===== src/core_params.svh =====
/*
 * Core-wide sizing macros. Only a 32-bit datapath with 32 registers is
 * supported by the decoder and immediate logic
 */
`ifndef CORE_PARAMS_SVH
`define CORE_PARAMS_SVH

// Data and address width
`define CORE_XLEN 32

// Architectural integer registers, x0 included
`define CORE_NREGS 32

`endif


===== src/logic/regfile.sv =====
/*
 * Two asynchronous read ports, one write port. A read of the register
 * written in the same cycle returns the incoming data
 */
`timescale 1ns/1ps
`include "core_params.svh"

module regfile (
    input  logic                            clk_i,
    input  logic                            rstn_i,
    input  logic                            we_i,
    input  logic [$clog2(`CORE_NREGS)-1:0]  waddr_i,
    input  logic [`CORE_XLEN-1:0]           wdata_i,
    input  logic [$clog2(`CORE_NREGS)-1:0]  raddr1_i,
    input  logic [$clog2(`CORE_NREGS)-1:0]  raddr2_i,
    output logic [`CORE_XLEN-1:0]           rdata1_o,
    output logic [`CORE_XLEN-1:0]           rdata2_o
);

    logic [`CORE_XLEN-1:0] regs_q [`CORE_NREGS];
    logic                  wr_en;

    // x0 is never written, so it reads zero forever
    assign wr_en = we_i && (waddr_i != '0);

    always_ff @(posedge clk_i or negedge rstn_i) begin
        if (!rstn_i) begin
            for (int i = 0; i < `CORE_NREGS; i++) begin
                regs_q[i] <= '0;
            end
        end else if (wr_en) begin
            regs_q[waddr_i] <= wdata_i;
        end
    end

    // Write-through covers the write-back to register-read distance
    assign rdata1_o = (wr_en && waddr_i == raddr1_i) ? wdata_i : regs_q[raddr1_i];
    assign rdata2_o = (wr_en && waddr_i == raddr2_i) ? wdata_i : regs_q[raddr2_i];

endmodule


===== config.mk =====
export PLATFORM = sky130hd
export DESIGN_NAME = regfile
export DESIGN_NICKNAME = d
export VERILOG_FILES = /design/src/logic/regfile.sv
export VERILOG_INCLUDE_DIRS = /design/src
export SDC_FILE = /design/constraint.sdc
export NUM_CORES = 2
export LEC_CHECK = 0
export BUFFER_PORTS_ARGS = -buffer_cell sky130_fd_sc_hd__buf_4
export CORE_MARGIN = 4
export CORE_UTILIZATION = 60
export CTS_CLUSTER_SIZE = 25
export DETAILED_ROUTE_END_ITERATION = 12
export PLACE_DENSITY = 0.75
export SYNTH_ARGS = -nofsm -noshare
export SYNTH_HDL_FRONTEND = slang
export SYNTH_SLANG_ARGS = --single-unit

===== constraint.sdc =====
create_clock -name clk_i -period 3.9 [get_ports clk_i]
set_clock_uncertainty 0.2 [all_clocks]
set_input_delay 0.39 -clock clk_i [delete_from_list [all_inputs] [get_ports clk_i]]
set_output_delay 0.39 -clock clk_i [all_outputs]
set_load 0.01 [all_outputs]

After elaboration in Yosys (flattened, before gate mapping)
Index checks and enable logic that the tools add are counted.
{"block": "classes", "add_sub_neg": 0, "multipliers": 0, "div": 0, "magnitude_cmp": 4, "eq_ne": 2, "shifts": 0, "mux": 11, "n_bitwise": 3, "reduce_logical": 5}
{"cell": "bitwise mux 1024 bit", "count": 1}
{"cell": "binary-select mux 32 bit (select 5 bit)", "count": 2}
{"cell": "2-to-1 mux 32 bit", "count": 7}
{"cell": "demux 32 bit (select 5 bit)", "count": 1}
{"cell": "greater-or-equal comparator 6 bit (second input constant)", "count": 3}
{"cell": "inverter 5 -> 6 bit", "count": 3}
{"cell": "== test 5 bit", "count": 2}
{"cell": "less-than comparator 6 x 1 -> 1 bit (second input constant)", "count": 1}
{"cell": "nonzero test 5 bit", "count": 1}
{"cell": "logical AND 1 bit", "count": 4}
{"block": "totals", "reg_bits": 1024, "latchBits": 0, "ram_bits": 0, "romBits": 0, "inputBits": 50, "out_inout_bits": 64, "mem_count": 0}

Depth between registers and ports, before layout
{"block": "logic_depth", "ltp_word": 6, "mapped_depth": 8, "mapped_depth_nobuf": 5}

Worst setup path before layout
OpenSTA, ideal clock, no wires.
{"block": "synth_timing", "path_type": "input to output", "start": "input raddr1_i[0]", "end": "output rdata1_o[30]", "t_arrival_ps": 2011, "setup_slack_ps": 1299, "path_stages": 7, "path_buffers": 2, "path_cell_list": "buf_6 -> buf_6 -> mux4_2 -> mux4_2 -> nand2_1 -> nand3_1 -> mux2_2"}
{"block": "synth_via", "elab_chain_len": 5, "word_cells_on_any_way": 7, "cone_classes": "eq/ne: 1; mux: 4; bitwise: 1; reduce/logical: 1"}
{"item": "start, declared", "line_no": "regfile.sv:14", "text": "input logic [$clog2(`CORE_NREGS)-1:0] raddr1_i,"}
{"item": "inverter 5 -> 6 bit (not written as such)", "line_no": "regfile.sv:37", "text": "assign rdata1_o = (wr_en && waddr_i == raddr1_i) ? wdata_i : regs_q[raddr1_i];"}
{"item": "binary-select mux 32 bit (select 5 bit)", "line_no": "regfile.sv:37"}
{"item": "2-to-1 mux 32 bit (not written as such) (2 in series)", "line_no": "regfile.sv:37"}
{"item": "2-to-1 mux 32 bit *", "line_no": "regfile.sv:37"}
{"item": "end, declared", "line_no": "regfile.sv:16", "text": "output logic [`CORE_XLEN-1:0] rdata1_o,"}
Every way passes the cells marked *; elsewhere a longest branch is shown, timed or not. The select of a mux whose other input is x is not followed.

Final worst setup path
{"block": "layout_timing", "start": "input waddr_i[3]", "end": "output rdata2_o[16]"}
{"block": "layout_via", "elab_chain_len": 4, "word_cells_on_any_way": 5, "cone_classes": "eq/ne: 1; mux: 1; reduce/logical: 3"}
{"item": "start, declared", "line_no": "regfile.sv:12", "text": "input logic [$clog2(`CORE_NREGS)-1:0] waddr_i,"}
{"item": "nonzero test 5 bit", "line_no": "regfile.sv:24", "text": "assign wr_en = we_i && (waddr_i != '0);"}
{"item": "logical AND 1 bit", "line_no": "regfile.sv:24"}
{"item": "logical AND 1 bit *", "line_no": "regfile.sv:38", "text": "assign rdata2_o = (wr_en && waddr_i == raddr2_i) ? wdata_i : regs_q[raddr2_i];"}
{"item": "2-to-1 mux 32 bit *", "line_no": "regfile.sv:38"}
{"item": "end, declared", "line_no": "regfile.sv:17", "text": "output logic [`CORE_XLEN-1:0] rdata2_o"}
Every way passes the cells marked *; elsewhere a longest branch is shown, timed or not.

==> flow_summary.yaml <==
power:
  power.total_mw: 30.8
  leakage_nw: 25.9
  ir_worst_vdd_uv: 416
  power_density_nw_per_um2: 515
yosys:
  synth_cells: 3483
  synthArstFlopShare: 1.00
  ys_ff_latch: 1024
  yosysTopAreaCell: "dfrtp_1"
  ys.flop_type: "dfrtp_1"
  synth_commonest_cells: "1024 x dfrtp_1, 630 x mux2_2, 511 x mux4_2"
  netlist_area_um2: 53400
  synthAdderAreaFrac: 0
  yosysMostFrequentCell: "dfrtp_1"
  synth_xor_xnor_area_share: 0.00164
  synth-simple-area-share: 0.0207
  yosysTopAreaCellShare: 0.479
  synth_compound_area_frac: 0.0364
  synth_cell_types: 41
  syn_area_per_cell_um2: 15.3
  synthTopCellsByArea: "dfrtp_1 48%, mux4_2 22%, mux2_2 13%"
  ys_warn_count: 0
  syn_nets: 3533
  ys_seq_area_frac: 0.479
  synth_edf_count: 0
  muxShareOfSynthArea: 0.426
  synth_top_family_by_area: "multiplexers"
final_layout:
  finalNetCount: 3521
  largest_register_ffs: 1024
  layout-drive-gt1-share: 0.456
  max_flop_register: "regs_q"
  top_regs: "regs_q x1024"
  area_growth_pct: 12.0
  fin_util: 0.677
  stdcell_area_um2: 59900
  finalNonFillerCells: 4726
critical_path:
  cp_top_family: "buffers and inverters"
  critical_path.startpoint: "waddr_i[3]"
  r2r-end: "regs_q[616]"
  slowest_stage: "nor4_2"
  r2r-start: "regs_q[616]"
  cp_common_cell: "buf_4"
  arrival_ns: 2.81
  start_kind: "input pin"
  rr_worst_depth: 1
  r2r_slack_ns: 2.85
  critPathMaxStageDelay_ns: 0.73
  worst-path-stages: 9
  worstSetupPathType: "in -> out"
  endpoint_kind: "output port"
  cp.buffers_inverters: 4
  worstPathMaxFanout: 21
  crit_end: "rdata2_o[16]"
  required_ns: 3.31
  worstPathCellList: "buf_4 -> nor3_1 -> a21bo_1 -> nor4_2 -> buf_4 -> buf_4 -> nand2_1 -> o21ai_1 -> buf_4"
clock_network:
  cts_tree: "done"
  htreeDepth: 3
  path_clk_slew_ns: 0.06
  numCtsBuffers: 107
  clock_tree.root_cell: "clkbuf_16"
  numClockSinks: 1024
  cts_resized: 0
  cts_buffer_depth: 3
  clock_latency_ns: 0.68
floorplanning:
  die_w_um: 306
  num_rows: 109
  placeableCoreArea_um2: 88400
  num_io_pins: 114
  die_height_um: 306
  start_util: 0.605
  dieArea_um2: 93900
routing:
  vias: 35300
  wl_per_cell_um: 34.3
  drt_first_pass_iters: 5
  drc: 0
  drt_iter0_markers: 4223
  routed_wl_mm: 162
  drt-vias-per-instance: 7.46
  final_antenna_net_count: 0
global_routing:
  antenna_found_initial: 3
  overflow: 0
  grt_pass1_wl_mm: 243
  grt_pass1_vias: 36900
  grtUsageTotal: 0.349
  grt_max_degree: 139
timing:
  fin_ws_ns: 0.501
  fmax_ghz: 0.294
  period_needed_ns: 3.40
  fin_crit_sh: 0.871
  worst_pin_slew_ns: 0.948
  slew_viol_final: 0
  hold_slack_ns: 0.0230
  finalHoldViolCount: 0
  setup_violations: 0
  grt_setup_unrepaired: "false"
  fin_tns_setup_ns: 0
  relSlewSlack: 0.368
place:
  hpwl_mm: 94.9
  dp.cells: 4500
  io_buffers: 113
  preCtsSetupSlack_ns: 0.582
  placed_cell_area_um2: 55900
  routabilityCongestion: 0.890
min_path:
  min_from: "wdata_i[17]"
  holdCritPathClass: "in -> reg"
run_status:
  status: "finished clean"
job:
  maxCapViolations: 0
kinds of logic after synthesis:
family          Yosys count
mux                    1510
xor+xnor                 10
compound gates          320
simple gates            204
flops                  1024
buf+inv                 415
cell usage in the layout (no fill, tap or decap), types with 5 or more instances in the layout:
master,synthesis,layout
buf_12,0,56
buf_4,36,203
buf_8,0,5
bufinv_16,0,9
clkbuf_1,220,28
clkbuf_16,0,110
clkbuf_8,0,30
clkinv_2,0,13
dfrtp_1,1024,1024
diode_2,0,5
dlygate4sd3_1,0,27
mux2_1,363,363
mux2_2,630,630
mux2i_1,6,6
mux4_2,511,511
nand2_1,83,64
nand2_2,0,19
nand3_1,10,5
nand3_2,0,5
nand3b_1,7,7
nor2_1,22,6
nor2_4,0,16
o21ai_1,62,62
o22ai_1,248,248
or4_1,62,62
xnor2_1,6,6
final cells by class:
cell class | count | area (um2)
diodes | 5 | 12.5
clock buffers | 168 | 3270
clock inverters | 26 | 393
fillers | 5863 | 28500
inverters | 3 | 11.3
multi-input cells | 2044 | 26100
flip-flops and latches | 1024 | 25600
well taps | 1165 | 1460
repair buffers | 291 | 2990
worst min path at each step:
stage	to	slack, ns	cells past startpoint
CTS	regs_q[617]	0.004	2
global route	regs_q[168]	0.05	2
floorplan	regs_q[0]	-0.11	0
detailed placement	regs_q[1018]	0.18	0
finish	regs_q[753]	0.02	2
global placement	regs_q[999]	0.18	0
routing by layer:
layer / share of wire / GRT usage / vias up
met5: 0 / 0 / -
met4: 0.047 / 0.156 / 0
met3: 0.11 / 0.0892 / 462
met2: 0.47 / 0.535 / 2151
met1: 0.38 / 0.479 / 19000
li1: - / - / 13600
power by group:
group / internal [mW] / switching (mW) / leakage [nW] / total, mW
logic: 3.65 / 2.35 / 11.0 / 6.00
clock network: 6.32 / 4.34 / 1.81 / 10.7
registers: 12.7 / 1.53 / 13.1 / 14.2
repair_timing:
item	in CTS	in global routing
buffers inserted	0	0
endpoints found under the setup margin	0	0
hold buffers	27	0
hold endpoints to repair	481	0
No activity file was read; power rests on OpenSTA's default activity.
