[config.mk]
export PLATFORM = sky130hd
export DESIGN_NAME = decoder
export DESIGN_NICKNAME = d
export VERILOG_FILES = /design/src/logic/core_pkg.sv /design/src/logic/decoder.sv
export VERILOG_INCLUDE_DIRS = /design/src
export SDC_FILE = /design/constraint.sdc
export NUM_CORES = 1
export LEC_CHECK = 0
export BUFFER_PORTS_ARGS = -buffer_cell sky130_fd_sc_hd__buf_4
export CAP_MARGIN = 20
export CORE_MARGIN = 2
export CORE_UTILIZATION = 25
export DETAILED_ROUTE_END_ITERATION = 7
export PLACE_DENSITY = 0.82
export SLEW_MARGIN = 25
export SYNTH_ARGS = -nofsm -noshare
export SYNTH_HDL_FRONTEND = slang
export SYNTH_SLANG_ARGS = --single-unit
[constraint.sdc]
create_clock -name vclk -period 1.83
set_input_delay 0.366 -clock vclk [all_inputs]
set_output_delay 0.366 -clock vclk [all_outputs]
set_load 0.05 [all_outputs]
[src/core_params.svh]
/*
 * Core-wide sizing macros. Only a 32-bit datapath with 32 registers is
 * supported by the decoder and immediate logic
 */
`ifndef CORE_PARAMS_SVH
`define CORE_PARAMS_SVH

// Data and address width
`define CORE_XLEN 32

// Architectural integer registers, x0 included
`define CORE_NREGS 32

`endif

[src/logic/core_pkg.sv]
/*
 * Types shared by the pipeline stages. Register indices are sized from
 * CORE_NREGS, so it must stay a power of two
 */
`include "core_params.svh"

package core_pkg;

    // Major opcodes handled by the decoder
    localparam logic [6:0] OPC_OP     = 7'b0110011;
    localparam logic [6:0] OPC_OP_IMM = 7'b0010011;
    localparam logic [6:0] OPC_BRANCH = 7'b1100011;

    typedef logic [$clog2(`CORE_NREGS)-1:0] reg_addr_t;
    typedef logic [`CORE_XLEN-1:0] word_t;

    typedef struct packed {
        logic [6:0] funct7;
        reg_addr_t  rs2;
        reg_addr_t  rs1;
        logic [2:0] funct3;
        reg_addr_t  rd;
        logic [6:0] opcode;
    } r_type_t;

    typedef struct packed {
        logic [11:0] imm12;
        reg_addr_t   rs1;
        logic [2:0]  funct3;
        reg_addr_t   rd;
        logic [6:0]  opcode;
    } i_type_t;

    // Branch immediate is scattered across the word
    typedef struct packed {
        logic       imm12;
        logic [5:0] imm10_5;
        reg_addr_t  rs2;
        reg_addr_t  rs1;
        logic [2:0] funct3;
        logic [3:0] imm4_1;
        logic       imm11;
        logic [6:0] opcode;
    } b_type_t;

    typedef union packed {
        r_type_t r_view;
        i_type_t i_view;
        b_type_t b_view;
    } instr_u;

    typedef enum logic [2:0] {
        ALU_ADD,
        ALU_SUB,
        ALU_AND,
        ALU_OR,
        ALU_XOR,
        ALU_PASS_NONE
    } alu_op_e;

    typedef struct packed {
        logic   valid;
        word_t  pc;
        instr_u instr;
    } if_id_t;

    typedef struct packed {
        logic      valid;
        word_t     pc;
        reg_addr_t rs1;
        reg_addr_t rs2;
        reg_addr_t rd;
        logic      we;
        alu_op_e   alu_op;
        logic      use_imm;
        word_t     imm;
        logic      is_beq;
    } id_rr_t;

    typedef struct packed {
        id_rr_t instr;
        word_t  rs1_data;
        word_t  rs2_data;
    } rr_exe_t;

    typedef struct packed {
        logic      valid;
        word_t     pc;
        reg_addr_t rd;
        logic      we;
        word_t     result;
    } exe_wb_t;

    typedef struct packed {
        logic      valid;
        reg_addr_t rd;
        word_t     data;
    } wb_bypass_t;

    typedef struct packed {
        logic  valid;
        word_t target;
    } redirect_t;

    typedef struct packed {
        logic      valid;
        word_t     pc;
        reg_addr_t rd;
        logic      we;
        word_t     data;
    } commit_t;

endpackage

[src/logic/decoder.sv]
/*
 * Decodes ADD, SUB, AND, OR, XOR, ADDI and BEQ. Anything else, including
 * other funct3 or funct7 encodings, leaves as a bubble
 */
`timescale 1ns/1ps

module decoder (
    input  core_pkg::if_id_t decode_i,
    output core_pkg::id_rr_t decode_o
);

    core_pkg::instr_u instr;
    logic             supported;
    logic             writes_rd;

    assign instr = decode_i.instr;

    always_comb begin
        supported        = 1'b0;
        writes_rd        = 1'b0;
        decode_o         = '0;
        decode_o.pc      = decode_i.pc;
        decode_o.rs1     = instr.r_view.rs1;
        decode_o.rs2     = instr.r_view.rs2;
        decode_o.rd      = instr.r_view.rd;
        decode_o.alu_op  = core_pkg::ALU_PASS_NONE;

        case (instr.r_view.opcode)
            core_pkg::OPC_OP: begin
                supported = 1'b1;
                writes_rd = 1'b1;
                case ({instr.r_view.funct7, instr.r_view.funct3})
                    {7'h00, 3'b000}: decode_o.alu_op = core_pkg::ALU_ADD;
                    {7'h20, 3'b000}: decode_o.alu_op = core_pkg::ALU_SUB;
                    {7'h00, 3'b100}: decode_o.alu_op = core_pkg::ALU_XOR;
                    {7'h00, 3'b110}: decode_o.alu_op = core_pkg::ALU_OR;
                    {7'h00, 3'b111}: decode_o.alu_op = core_pkg::ALU_AND;
                    default:         supported = 1'b0;
                endcase
            end
            core_pkg::OPC_OP_IMM: begin
                // Only ADDI in this core
                supported        = (instr.i_view.funct3 == 3'b000);
                writes_rd        = 1'b1;
                decode_o.alu_op  = core_pkg::ALU_ADD;
                decode_o.use_imm = 1'b1;
                decode_o.imm     = {{20{instr.i_view.imm12[11]}}, instr.i_view.imm12};
            end
            core_pkg::OPC_BRANCH: begin
                supported       = (instr.b_view.funct3 == 3'b000);
                decode_o.is_beq = 1'b1;
                // Bits that would be rd belong to the immediate here
                decode_o.rd     = '0;
                decode_o.imm    = {{19{instr.b_view.imm12}}, instr.b_view.imm12,
                                   instr.b_view.imm11, instr.b_view.imm10_5,
                                   instr.b_view.imm4_1, 1'b0};
            end
            default: begin
                supported = 1'b0;
            end
        endcase

        // x0 as destination retires without a write
        decode_o.we    = writes_rd && (decode_o.rd != '0);
        decode_o.valid = decode_i.valid && supported;
    end

endmodule

### Word level (Yosys, flattened, before mapping)

Cells that the tools add are included.

| storage, ports and cells | value |
|---|---|
| bits in registers | 0 |
| logic and storage cells | 24 |
| output and inout bits | 86 |
| bits of input ports | 65 |

| operators by class | value |
|---|---|
| multiplexer cells | 9 |
| eq/ne operators | 7 |
| reductions and logical operators | 8 |

Operator list:

| kind | number |
|---|---|
| one-hot mux 32 bit (2 select lines) | 1 |
| equality test 10 x 3 -> 1 bit (second input constant) | 3 |
| one-hot mux 3 bit (5 select lines) | 1 |
| equality test 10 x 9 -> 1 bit (second input constant) | 1 |
| zero test 10 bit | 1 |
| equality test 7 x 5 -> 1 bit (second input constant) | 1 |
| equality test 7 x 6 -> 1 bit (second input constant) | 1 |
| equality test 7 bit (second input constant) | 1 |
| one-hot mux 3 bit (2 select lines) | 1 |
| two-way mux 5 bit | 1 |
| nonzero test 5 bit | 1 |
| OR reduction 5 bit | 1 |
| two-way mux 1 bit | 4 |
| OR reduction 2 bit | 2 |
| zero test 3 bit | 1 |
| logical AND 1 bit | 2 |
| one-hot mux 1 bit (2 select lines) | 1 |

### Logic depth before layout (Yosys ltp)

| logic depth | value |
|---|---|
| depth after elaboration | 5 |
| gate-level depth with buffers | 4 |
| mapped depth without buffers | 3 |

### Worst setup path before layout

No wires, ideal clock.

| timing path | value |
|---|---|
| kind | input port to output port |
| start | in decode_i[5] in the netlist's numbering |
| end | out decode_o[14] in the netlist's numbering |
| buffers on the path | 1 |
| path slack | -0.581 ns |
| data arrival time | 2.045 ns |
| required time | 1.464 ns |
| cell stages on the path | 4 |
| cell sequence | or3b_4 > a21oi_4 > and2_1 > buf_4 |

RTL lines:

| element | RTL line | source |
|---|---|---|
| start, declared | decoder.sv:8 | `input core_pkg::if_id_t decode_i,` |
| end, declared | decoder.sv:9 | `output core_pkg::id_rr_t decode_o` |

==> results.py <==
metrics = {
    "critical_path": {
        "cp-endpoint": "decode_o[32]",
        "crit_path_end_kind": "output port",
        "cp.arrival_ps": 1520,
        "crit_path_start": "decode_i[5]",
        "slowest_stage": "or3b_4",
        "path_cells": "buf_6 > or3b_4 > a21oi_4 > and2_4 > buf_4",
        "crit_type": "primary input to output port",
        "required_ps": 1460,
        "worstPathMaxFanout": 10,
        "critPathMaxStageDelay_ps": 390,
        "start_kind": "primary input",
    },
    "routing": {
        "ant_nets": 0,
        "dr.pass1.iters": 4,
        "drtIter0Drc": 13,
        "wl_per_cell_um": 14.7,
        "avgViaCountPerCell": 4.43,
        "drc_errors": 0,
        "dr_total_vias": 810,
        "drt_wl_total_mm": 2.68,
    },
    "final_layout": {
        "clkbuf_count": 0,
        "final_nets": 204,
        "drive_gt1_frac": 0.788,
        "final_area_um2": 1370,
        "fillers": 336,
        "postLayoutCoreUtil": 0.416,
        "flops_and_latches": 0,
        "seq_area_um2": 0,
        "synthToLayoutAreaGrowth_pct": 61.3,
        "multi_input_area_um2": 472,
        "antennaDiodeCount": 0,
    },
    "synth": {
        "yosysTopAreaCell": "buf_4",
        "syn-num-nets": 175,
        "yosys-top-cells-area": "buf_4 54%, and2_1 6.6%, a22o_1 5.2%",
        "synthTopCellsByCount": "61 x buf_4, 9 x and2_1, 6 x nor2b_1, 5 x a22o_1, 4 x nor2_1",
        "yosysWarnings": 0,
        "seq_area_frac_synth": 0,
        "synth.avg_cell_area_um2": 7.70,
        "synthDominantCellAreaShare": 0.541,
        "synth_cells": 110,
        "synth_area_um2": 847,
        "post-synth-top-count-cell": "buf_4",
        "synth.distinct_cells": 24,
    },
    "place": {
        "dp_hpwl_mm": 2.03,
        "dp_slack_ps": -97.9,
        "placed_cell_area_um2": 1120,
        "io_buffer_count": 77,
        "routabilityCongestion": 0.746,
    },
    "timing": {
        "holdWs_ps": 732,
        "setup_viol_count_final": 27,
        "worstMarginPinSlew_ps": 212,
        "hold_violations": 0,
        "fin_ws_ps": -56.2,
        "grt_setup_unrepaired": "yes",
        "fmax_mhz": 530,
        "fin_tns_setup_ps": -825,
        "slew_viol_final": 0,
        "slew_headroom": 0.858,
        "finalCriticalPeriod_ps": 1890,
        "fin_crit_sh": 1.03,
    },
    "die": {
        "num_io_pins": 151,
        "start_util": 0.258,
        "core_area_um2": 3280,
        "die_height_um": 62.2,
        "die_area_um2": 3870,
        "die_w_um": 62.2,
        "rows": 21,
    },
    "power_and_ir_drop": {
        "vdd_drop_max_uv": 48.7,
        "power_density_nw_per_um2": 149,
        "p_leak_nw": 0.666,
    },
    "run_status": {
        "violations": "negative setup slack",
        "outcome": "finished, violations left",
    },
    "global_routing": {
        "antenna_found_initial": 0,
        "overflow": 0,
        "grt_start_max_net_pins": 11,
        "grt.total_usage": 0.122,
        "grt_pass1_wl_mm": 3.96,
        "grt_pass1_vias": 790,
    },
    "clock_tree": {
        "post_cts.repair.setup_buffers": 0,
        "postCtsHoldBufs": 0,
    },
    "run": {
        "maxCapViolCount": 0,
    },
    "hold_path": {
        "hp-class": "primary input to output port",
    },
}
==> cell usage in the layout (no fill, tap or decap), drive strengths merged <==
| master | count |
|---|---|
| nand4bb | 1 |
| nand4 | 1 |
| nor2b | 6 |
| nor4b | 1 |
| and3 | 1 |
| a21o | 2 |
| nor2 | 4 |
| nand3b | 2 |
| or3b | 1 |
| nand3 | 1 |
| nor4 | 1 |
| nor3 | 3 |
| a21oi | 1 |
| mux2i | 1 |
| o2bb2ai | 1 |
| o211ai | 2 |
| buf | 87 |
| nand2b | 1 |
| and4bb | 1 |
| and2 | 11 |
| a22o | 5 |
| or4 | 1 |
| and3b | 2 |
==> where the power goes <==
group | internal (mW) | switching (mW)
Clock | 0 | 0
Sequential | 0 | 0
Combinational | 0.0929 | 0.111
Total | 0.0929 | 0.111
==> layer usage <==
metal  wire length (um)  GRT usage  up-vias
li1                   -          -      369
met1                764      0.104      376
met2               1520      0.260       53
met3                319     0.0453       12
met4                 80     0.0306        0
met5                  0          0        -
==> through the flow <==
step                      std cells  power [mW]
after detailed placement        181       0.190
after global placement          181       0.188
final                           183       0.203
after CTS                       183       0.199
after floorplan                 110       0.325
after global routing            183       0.214
==> final cells by class <==
class                           instances  share of cell area
Timing Repair Buffer                   87               0.613
Tap cell                               46              0.0421
Multi-Input combinational cell         50               0.345
==> critical path: cells and delay by family <==
family,cells,cell delay [ps]
AND/OR/NAND/NOR,2,640
buffers and inverters,2,310
AO/OA/AOI/OAI,1,200
==> worst min-delay path by stage <==
stage	to	depth (start not counted)	from
after detailed placement	decode_o[59]	0	decode_i[38]
final	decode_o[55]	0	decode_i[34]
after floorplan	decode_o[33]	1	decode_i[5]
after global routing	decode_o[48]	0	decode_i[15]
after CTS	decode_o[59]	0	decode_i[38]
after global placement	decode_o[59]	0	decode_i[38]
==> cells by family after synthesis <==
kind of cell | Yosys count | synth area share
AO/OA/AOI/OAI | 11 | 0.117
buffers and inverters | 62 | 0.554
AND/OR/NAND/NOR | 36 | 0.318
multiplexers | 1 | 0.0118
==> timing repair <==
item / 4_1_cts / 5_1_grt
gates resized for setup: 38 / 20
pin swaps: 3 / 8
setup endpoints to repair: 33 / 36
gates cloned: 2 / 0
No activity file was read; power rests on OpenSTA's default activity.
