===== src/core_params.svh =====
/*
 * Core-wide sizing macros. Only a 32-bit datapath with 32 registers is
 * supported by the decoder and immediate logic
 */
`ifndef CORE_PARAMS_SVH
`define CORE_PARAMS_SVH

// Data and address width
`define CORE_XLEN 32

// Architectural integer registers, x0 included
`define CORE_NREGS 32

`endif


===== src/logic/core_pkg.sv =====
/*
 * Types shared by the pipeline stages. Register indices are sized from
 * CORE_NREGS, so it must stay a power of two
 */
`include "core_params.svh"

package core_pkg;

    // Major opcodes handled by the decoder
    localparam logic [6:0] OPC_OP     = 7'b0110011;
    localparam logic [6:0] OPC_OP_IMM = 7'b0010011;
    localparam logic [6:0] OPC_BRANCH = 7'b1100011;

    typedef logic [$clog2(`CORE_NREGS)-1:0] reg_addr_t;
    typedef logic [`CORE_XLEN-1:0] word_t;

    typedef struct packed {
        logic [6:0] funct7;
        reg_addr_t  rs2;
        reg_addr_t  rs1;
        logic [2:0] funct3;
        reg_addr_t  rd;
        logic [6:0] opcode;
    } r_type_t;

    typedef struct packed {
        logic [11:0] imm12;
        reg_addr_t   rs1;
        logic [2:0]  funct3;
        reg_addr_t   rd;
        logic [6:0]  opcode;
    } i_type_t;

    // Branch immediate is scattered across the word
    typedef struct packed {
        logic       imm12;
        logic [5:0] imm10_5;
        reg_addr_t  rs2;
        reg_addr_t  rs1;
        logic [2:0] funct3;
        logic [3:0] imm4_1;
        logic       imm11;
        logic [6:0] opcode;
    } b_type_t;

    typedef union packed {
        r_type_t r_view;
        i_type_t i_view;
        b_type_t b_view;
    } instr_u;

    typedef enum logic [2:0] {
        ALU_ADD,
        ALU_SUB,
        ALU_AND,
        ALU_OR,
        ALU_XOR,
        ALU_PASS_NONE
    } alu_op_e;

    typedef struct packed {
        logic   valid;
        word_t  pc;
        instr_u instr;
    } if_id_t;

    typedef struct packed {
        logic      valid;
        word_t     pc;
        reg_addr_t rs1;
        reg_addr_t rs2;
        reg_addr_t rd;
        logic      we;
        alu_op_e   alu_op;
        logic      use_imm;
        word_t     imm;
        logic      is_beq;
    } id_rr_t;

    typedef struct packed {
        id_rr_t instr;
        word_t  rs1_data;
        word_t  rs2_data;
    } rr_exe_t;

    typedef struct packed {
        logic      valid;
        word_t     pc;
        reg_addr_t rd;
        logic      we;
        word_t     result;
    } exe_wb_t;

    typedef struct packed {
        logic      valid;
        reg_addr_t rd;
        word_t     data;
    } wb_bypass_t;

    typedef struct packed {
        logic  valid;
        word_t target;
    } redirect_t;

    typedef struct packed {
        logic      valid;
        word_t     pc;
        reg_addr_t rd;
        logic      we;
        word_t     data;
    } commit_t;

endpackage


===== src/logic/exe_stage.sv =====
/*
 * Purely combinational execute. Only the write-back stage is bypassed;
 * older results must come through the register file
 */
`timescale 1ns/1ps
`include "core_params.svh"

module exe_stage (
    input  core_pkg::rr_exe_t    from_rr_i,
    input  core_pkg::wb_bypass_t bypass_i,
    output core_pkg::exe_wb_t    to_wb_o,
    output core_pkg::redirect_t  redirect_o
);

    core_pkg::id_rr_t      instr;
    logic                  fwd_a;
    logic                  fwd_b;
    logic [`CORE_XLEN-1:0] op_a;
    logic [`CORE_XLEN-1:0] op_b;
    logic [`CORE_XLEN-1:0] alu_b;
    logic [`CORE_XLEN-1:0] result;

    assign instr = from_rr_i.instr;

    // Bypass from write-back, never for x0
    assign fwd_a = bypass_i.valid && (bypass_i.rd != '0) && (bypass_i.rd == instr.rs1);
    assign fwd_b = bypass_i.valid && (bypass_i.rd != '0) && (bypass_i.rd == instr.rs2);

    assign op_a  = fwd_a ? bypass_i.data : from_rr_i.rs1_data;
    assign op_b  = fwd_b ? bypass_i.data : from_rr_i.rs2_data;
    assign alu_b = instr.use_imm ? instr.imm : op_b;

    always_comb begin
        case (instr.alu_op)
            core_pkg::ALU_ADD: result = op_a + alu_b;
            core_pkg::ALU_SUB: result = op_a - alu_b;
            core_pkg::ALU_AND: result = op_a & alu_b;
            core_pkg::ALU_OR:  result = op_a | alu_b;
            core_pkg::ALU_XOR: result = op_a ^ alu_b;
            default:           result = '0;
        endcase
    end

    assign to_wb_o.valid  = instr.valid;
    assign to_wb_o.pc     = instr.pc;
    assign to_wb_o.rd     = instr.rd;
    assign to_wb_o.we     = instr.we && !instr.is_beq;
    assign to_wb_o.result = result;

    // BEQ resolves here, target is pc-relative
    assign redirect_o.valid  = instr.valid && instr.is_beq && (op_a == op_b);
    assign redirect_o.target = instr.pc + instr.imm;

endmodule


===== config.mk =====
export PLATFORM = sky130hd
export DESIGN_NAME = exe_stage
export DESIGN_NICKNAME = d
export VERILOG_FILES = /design/src/logic/core_pkg.sv /design/src/logic/exe_stage.sv
export VERILOG_INCLUDE_DIRS = /design/src
export SDC_FILE = /design/constraint.sdc
export NUM_CORES = 1
export LEC_CHECK = 0
export BUFFER_PORTS_ARGS = -buffer_cell sky130_fd_sc_hd__buf_2
export CELL_PAD_IN_SITES_DETAIL_PLACEMENT = 1
export CELL_PAD_IN_SITES_GLOBAL_PLACEMENT = 1
export CORE_MARGIN = 3
export CORE_UTILIZATION = 39
export DETAILED_ROUTE_END_ITERATION = 12
export GPL_TIMING_DRIVEN = 0
export PLACE_DENSITY = 0.9
export SYNTH_ARGS = -nofsm -noshare
export SYNTH_HDL_FRONTEND = slang
export SYNTH_SLANG_ARGS = --single-unit

===== constraint.sdc =====
create_clock -name vclk -period 21
set_clock_uncertainty 0.2 [all_clocks]
set_input_delay 3.15 -clock vclk [all_inputs]
set_output_delay 3.15 -clock vclk [all_outputs]
set_load 0.01 [all_outputs]

# ---- Yosys cells after proc, flatten, opt, wreduce, memory -nomap -nowiden
# Index checks and enable logic that the tools add are counted.
dict set report op_classes {
  addsub 3
  eq_ne 7
  mux 4
  bitwise 3
  reduce_logical 9
}
# cell count
set op_table {}
lappend op_table {{$pmux 32 s5} 1}
lappend op_table {{$mux 32} 3}
lappend op_table {{$add 32x32->32} 2}
lappend op_table {{$and 32x32->32} 1}
lappend op_table {{$eq 32x32->1} 1}
lappend op_table {{$or 32x32->32} 1}
lappend op_table {{$sub 32x32->32} 1}
lappend op_table {{$xor 32x32->32} 1}
lappend op_table {{$eq 5x5->1} 2}
lappend op_table {{$eq 3x2->1 const B} 2}
lappend op_table {{$logic_and 1x1->1} 6}
lappend op_table {{$reduce_bool 5->1} 1}
lappend op_table {{$eq 3x1->1 const B} 1}
lappend op_table {{$eq 3x3->1 const B} 1}
lappend op_table {{$logic_not 3->1} 1}
lappend op_table {{$logic_not 1->1} 1}
dict set report word_totals {
  register_bits 0
  in_bits 188
  output_inout_bits 104
  elab_cells 26
}

# ---- Longest topological paths before layout
# Gate-level depths: netlist of run 1.
dict set report logic_depth {
  word_depth 7
  ltp_mapped 25
  depth_no_buf 24
}

# ---- Least setup slack after synthesis of run 1
# OpenSTA, ideal clock, no wires.
dict set report synth_timing {
  path_kind {input -> output}
  from {input bypass_i[33] in the netlist's numbering}
  to {output to_wb_o[30] in the netlist's numbering}
  arrival_time_ps 8510
  required_time_ps 17650
  setup_slack_ps 9140
  path_stages 24
  path_buffers 3
  cell_sequence {or4_4 o211a_4 nand2_2 buf_4 clkbuf_1 clkbuf_1 nand2_1 nand2_1 nor2_1 a21oi_1 inv_1 xnor2_1 fa_1 a21o_1 a21oi_1 o21ai_0 a2111oi_0 o21ai_0 o41ai_1 o21ai_0 o41a_1 a21oi_1 xor2_1 o221ai_1}
}
# element line
set synth_rtl {}
lappend synth_rtl {{start: declaration} exe_stage.sv:10} ;# input core_pkg::wb_bypass_t bypass_i,
lappend synth_rtl {{end: declaration} exe_stage.sv:11} ;# output core_pkg::exe_wb_t to_wb_o,

==> summary.txt, run 1 <==
Synth area leader = ha_1
Worst Tran Pin Value = 1.16 ns
P per Cell Area = 34.0 mW/mm^2
Multi-input logic area = 0.00680 sq mm
Core area = 0.0189 sq mm
Maximum vdd drop = 0.0156 mV
Seq Cell Count = 0
Number of remaining DRC errors = 0
Endpoints failing setup = 0
WHS Endpoint = to_wb_o[37]
Seq/Total Area, Yosys = 0
Starting density of the core = 0.401
Synth cell types = 63
Fin area = 0.00936 sq mm
IO Port Bufs = 286
Synth top area cells = ha_1 21%, xnor2_1 11%, a21oi_1 6.2%
Peak Freq = 0.0730 GHz
Cell Rows = 50
Chip height = 145 um
Cell area after synthesis = 0.00758 sq mm
Routability congestion estimate = 0.949
Final Critical Period = 13.71 ns
Final setup TNS = 0 ns
Worst Setup Slack post-DPL = 7.34 ns
Critical Path AT = 10.36 ns
Detail Placement HPWL = 31400 um
Initial DRC count = 680
Setup ws final = 7.29 ns
Via count of the routed design = 9619
Final core utilization = 0.495
Area post-placement = 0.00935 sq mm
Post-CTS Hold Buffers = 0
Net count, final = 1705
Share of cells above drive strength 1 = 0.263
Final WL = 36100 um
I/O pins = 292
Area Growth Syn to Fin = 23.5%
Leakage = 4.71 nW
Final Cycle Share = 0.653
Count of final hold-check violations = 0
Max_slew headroom = 0.216
RSZ-0062 raised after global routing = false
Cell count after placement = 1647
Vias in the first global route = 10100
Die Wd = 145 um
Final ANT Viol Nets = 0
Worst hold path class = primary input to output pin
Final hold slack = 6.28 ns
Most common cell in the synthesized netlist = ha_1
Grt ovf = 0
Sequential cell area = 0 sq um
Max Cap Viol = 0
CP Data Required Time = 17.65 ns
Syn avg cell area = 6.89 sq um
Critical Path Source Type = primary input
Critical-path maximum fanout = 10
Overall routing resource usage = 0.317
Die ar. = 0.0211 sq mm
PostCTS Resize Cnt = 0
Initial antenna violation count = 6
Post-Syn Instances = 1100
Syn_nets = 1416
First-pass GRT wire length = 54800 um
Hold Path Stages = 2
Commonest cells post-synth = 126 x ha_1, 102 x nor2_1, 101 x nand2_1
FILL cells = 2648
Status = completed
Setup Fix Bufs, Post-CTS = 0
Yosys warning total = 0
Largest net degree at the start of global routing = 11
Critical Path Sink Type = output pin
Clock buf count = 0
Hold Startpoint = from_rr_i[106]
Slew Limit Fails = 0
Drt via density = 5.83
Routed WL per cell = 21.9 um
Fin cells = 1650
Tot Pwr = 318 uW
Detailed Routing Iterations Pass 1 = 5
Yosys top cell area share = 0.208
Setup CP Type = primary input to output pin
## area by class of cell
cell class,count,share of cell area
buffer,80,0.0479
multi-input combinational,930,0.727
inverter,90,0.0361
antenna,3,0.000802
timing repair buffer,287,0.154
tap,260,0.0348
## routing by layer
| metal | GRT usage | share of wire |
|---|---|---|
| met1 | 0.389 | 0.40 |
| met2 | 0.566 | 0.48 |
| met3 | 0.0464 | 0.074 |
| met4 | 0.112 | 0.043 |
| met5 | 0 | 0.00094 |
## critical path, cell delays in order
cell and delay, ns:
buf_2 0.13, or4_4 0.56, o211a_4 0.28, nand2_2 0.14, buf_4 0.22, clkbuf_1 0.55, clkbuf_1 0.47, nand2_1 0.11
nand2_1 0.12, nor2_1 0.05, a21oi_1 0.26, inv_1 0.12, xnor2_1 0.18, fa_1 0.44, a21o_1 0.19, a21oi_1 0.29
o21ai_0 0.16, a2111oi_0 0.65, o21ai_0 0.24, o41ai_1 0.62, o21ai_0 0.31, o41a_1 0.39, a21oi_1 0.19, xor2_1 0.19
o221ai_1 0.14, buf_2 0.19
## cell usage in the layout, fill, tap and decap left out, types with 19 or more instances in the layout
master	instances
a21o_1	25
buf_4	40
o21ai_0	60
ha_1	126
mux2_2	19
nor2_1	102
a21oi_1	94
xor2_1	31
clkbuf_1	38
nand3_1	23
inv_1	87
xnor2_1	96
mux2i_1	45
a211oi_1	19
buf_2	287
nand2_1	101
## report_power, final
part	total, mW	leakage [nW]	switching, mW	internal (mW)
clock network	0.0000000192	0.0000190	0	0.0000000191
registers	0	0	0	0
logic	0.318	4.71	0.187	0.130
## cell families after synthesis
group | share of synthesized area
buffers and inverters | 0.104
muxes | 0.0877
adders and majority gates | 0.213
AOI/OAI and AO/OA | 0.256
xor gates and xnor gates | 0.147
and+or+nand+nor | 0.193
## how the worst max path moves through the flow
stage / end / slack, ns / startpoint / cells after the start
final: to_wb_o[30] / 7.29 / bypass_i[33] / 26
after global routing: to_wb_o[30] / 6.80 / bypass_i[33] / 26
after CTS: to_wb_o[30] / 7.30 / bypass_i[33] / 26
after detailed placement: to_wb_o[30] / 7.34 / bypass_i[33] / 26
after global placement: to_wb_o[30] / 6.94 / bypass_i[32] / 21
after floorplan: to_wb_o[30] / 9.14 / bypass_i[33] / 24
Note: power is estimated with default switching activity, not from simulation.
==> inputs of run 2 (changes only) <==
- CORE_UTILIZATION: 39 -> 36
- PLACE_DENSITY: 0.9 -> 0.84
- clock period: 21 -> 13.5 ns (I/O delays scaled with it)
==> summary.txt, run 2 (synthesis results as in run 1) <==
Status = completed
Area Growth Syn to Fin = 23.6%
Grt ovf = 0
Vias in the first global route = 9806
Post-CTS Hold Buffers = 0
Leakage = 4.71 nW
CP peak stage delay = 0.68 ns
Final Cycle Share = 0.863
Critical Path Sink Type = output pin
First-pass GRT wire length = 53500 um
Cell Rows = 52
Tot Pwr = 487 uW
I/O pins = 292
Worst hold path class = primary input to output pin
Seq Cell Count = 0
Starting density of the core = 0.371
Sequential cell area = 0 sq um
Hold Startpoint = from_rr_i[104]
Critical-path maximum fanout = 10
Routed WL per cell = 21.4 um
Commonest non-fill, non-tap cell in the layout = buf_2
Critical Path Source Type = primary input
P per Cell Area = 52.0 mW/mm^2
Detailed Routing Iterations Pass 1 = 5
Stages on worst setup path = 26
Peak Freq = 0.0858 GHz
Die ar. = 0.0228 sq mm
Setup Fix Bufs, Post-CTS = 0
RSZ-0062 raised after global routing = false
Chip height = 151 um
Critical Path AT = 9.42 ns
Hold Path Stages = 2
Final WL = 35500 um
Overall routing resource usage = 0.297
Routability congestion estimate = 0.938
CP Data Required Time = 11.27 ns
Die Wd = 151 um
Net count, final = 1705
Max Cap Viol = 0
Crit path buffers/inverters = 6
Initial DRC count = 580
Core area = 0.0204 sq mm
Final Critical Period = 11.65 ns
Worst Tran Pin Value = 1.11 ns
Count of final hold-check violations = 0
Via count of the routed design = 9424
IO Port Bufs = 286
Slowest cell on crit path = a2111oi_0
WHS Endpoint = to_wb_o[35]
PostCTS Resize Cnt = 0
Number of remaining DRC errors = 0
Slew Limit Fails = 0
Setup CP Type = primary input to output pin
Crit-path leading delay family = compound AO/OA/AOI/OAI gates
Most frequent cells in the layout = 287 x buf_2, 126 x ha_1, 102 x nor2_1
Endpoints failing setup = 0
Max_slew headroom = 0.251
Maximum vdd drop = 0.0224 mV
Largest net degree at the start of global routing = 11
Start point of the critical path = bypass_i[33]
Final ANT Viol Nets = 0
Detail Placement HPWL = 31000 um
Initial antenna violation count = 5
Share of cells above drive strength 1 = 0.263
Final setup TNS = 0 ns
Clock buf count = 0
Drt via density = 5.68
==> run 2: changes by cell type in the layout (fill, tap and decap cells not counted), sizes merged <==
cell and change:
diode -1
==> run 2: report_power, final <==
group | switching (mW) | internal (mW)
clock network | 0 | 0.0000000198
registers | 0 | 0
logic | 0.285 | 0.202
==> run 2: layer usage <==
layer,vias to the layer above,GRT usage,part of all wire
met5,-,0,0.00096
li1,4442,-,-
met3,93,0.0374,0.061
met4,6,0.104,0.041
met2,374,0.517,0.48
met1,4509,0.377,0.42
==> run 2: cell type report <==
class              count  area (sq um)
diodes                 2          5.00
plain buffers         80           448
fillers             2789         11100
inverters             90           338
multi-input cells    930          6800
well taps            270           338
repair buffers       287          1440
==> run 2: through the flow <==
stage	area (sq um)	instances	utilization	hold slack, ns	worst slack (ns)
after floorplan	7580	1100	-	3.90	3.89
after global routing	9370	1659	0.459	4.04	1.46
after detailed placement	9360	1657	0.458	4.04	1.94
after global placement	9350	1656	0.458	4.04	1.58
final	9370	1659	0.459	4.03	1.85
after CTS	9360	1657	0.458	4.04	1.91
==> run 2: worst max path at each step <==
stage                        to
global placement    to_wb_o[30]
CTS                 to_wb_o[30]
finish              to_wb_o[30]
global route        to_wb_o[30]
detailed placement  to_wb_o[30]
floorplan           to_wb_o[30]
==> inputs of run 3 (changes only) <==
- ABC_AREA: not set -> 1
- CORE_UTILIZATION: 36 -> 35
==> summary.txt, run 3 <==
Status = completed
First-pass GRT wire length = 61800 um
CP Data Required Time = 11.27 ns
Seq/Total Area, Yosys = 0
Die Wd = 161 um
Worst hold path class = primary input to output pin
Critical-path maximum fanout = 10
Chip height = 161 um
Routed WL per cell = 19.3 um
Final ANT Viol Nets = 0
Number of remaining DRC errors = 0
Final Cycle Share = 0.695
Net count, final = 2072
Setup ws final = 4.12 ns
Critical Path Sink Type = output pin
Largest net degree at the start of global routing = 11
Initial DRC count = 528
Max Cap Viol = 0
Synth top area cells = ha_1 19%, nand2_1 16%, inv_1 11%
PostCTS Resize Cnt = 0
Maximum vdd drop = 0.0217 mV
Core area = 0.0231 sq mm
Die ar. = 0.0258 sq mm
Leakage = 6.02 nW
Cell area after synthesis = 0.00836 sq mm
Overall routing resource usage = 0.297
Drt via density = 5.35
P per Cell Area = 49.8 mW/mm^2
Syn_nets = 1783
Area Growth Syn to Fin = 22.0%
Slew Limit Fails = 0
Final hold slack = 4.03 ns
Count of final hold-check violations = 0
Post-Syn Instances = 1467
Critical Path AT = 7.15 ns
Post-CTS Hold Buffers = 0
Critical Path Source Type = primary input
Most common cell in the synthesized netlist = nand2_1
Worst Setup Slack post-DPL = 4.18 ns
Peak Freq = 0.107 GHz
Setup Fix Bufs, Post-CTS = 0
Synth area leader = ha_1
Final Critical Period = 9.38 ns
Endpoints failing setup = 0
Via count of the routed design = 11100
Commonest cells post-synth = 357 x nand2_1, 249 x inv_1, 126 x ha_1
Seq Cell Count = 0
Max_slew headroom = 0.308
I/O pins = 292
Share of cells above drive strength 1 = 0.231
Detailed Routing Iterations Pass 1 = 5
Grt ovf = 0
Detail Placement HPWL = 35800 um
RSZ-0062 raised after global routing = false
Syn avg cell area = 5.70 sq um
Setup CP Type = primary input to output pin
Yosys warning total = 0
Final WL = 40100 um
Routability congestion estimate = 0.949
Final setup TNS = 0 ns
Synth cell types = 51
Sequential cell area = 0 sq um
Clock buf count = 0
IO Port Bufs = 287
Commonest non-fill, non-tap cell in the layout = nand2_1
Most frequent cells in the layout = 357 x nand2_1, 292 x buf_2, 249 x inv_1
Yosys top cell area share = 0.189
Vias in the first global route = 11800
Initial antenna violation count = 11
Starting density of the core = 0.363
Worst Tran Pin Value = 1.03 ns
Cell Rows = 55
## run 3: cell types whose count changed after synthesis, sizes merged, moves of 17 or more
cell and change:
or2 +19, o2111ai +17, mux2i -45, nand4 +36, nand3 +56, a21oi -17
xnor2 -77, o21ai +37, inv +164, xor2 +35, nand2 +270, mux2 -19
a21o -22
## run 3: critical path, stage by stage
cell	delay, ns
buf_2	0.12
xnor2_1	0.17
nand2_1	0.09
nor3_1	0.29
nand3_4	0.22
clkbuf_1	0.36
o21ai_0	0.59
inv_1	0.20
ha_1	0.32
nand2_1	0.04
o21ai_0	0.37
a21oi_1	0.19
o21ai_0	0.32
a21boi_0	0.29
o21ai_0	0.53
a21oi_1	0.18
or2_2	0.31
nand3_1	0.13
o2111ai_1	0.19
buf_2	0.20
## run 3: cell type report
type | count | area, sq um
plain buffers | 77 | 490
well taps | 313 | 392
diodes | 4 | 10.0
multi-input cells | 1136 | 6920
inverters | 254 | 953
fillers | 3387 | 12900
repair buffers | 287 | 1440
## run 3: worst paths after layout
check	depth (start not counted)	endpoint	start	slack (ns)
min	2	to_wb_o[33]	from_rr_i[102]	4.03
max	20	to_wb_o[17]	bypass_i[33]	4.12
## run 3: cell families after synthesis
group	share of synthesized area
compound gates	0.184
xor+xnor	0.0890
fa+ha+maj	0.193
buf+inv	0.173
simple gates	0.361
## run 3: routing by layer
layer | vias up | GRT usage | wire length, um
met1 | 5188 | 0.357 | 16400
met2 | 418 | 0.529 | 19200
met5 | - | 0 | 88
li1 | 5329 | - | -
met4 | 16 | 0.119 | 1850
met3 | 127 | 0.0431 | 2550
## run 3: per-stage QoR
step                cells  utilization  total power, mW  area (sq um)
floorplan            1467            -            0.318          8360
global placement     2067        0.442            0.483         10200
detailed placement   2067        0.442            0.500         10200
CTS                  2067        0.442            0.503         10200
global route         2070        0.442            0.564         10200
finish               2071        0.442            0.508         10200
## run 3: power breakdown
group,total [mW],internal [mW],switching [mW]
clock,0.0000000397,0.0000000397,0
combinational,0.508,0.187,0.321
sequential,0,0,0
total,0.508,0.187,0.321
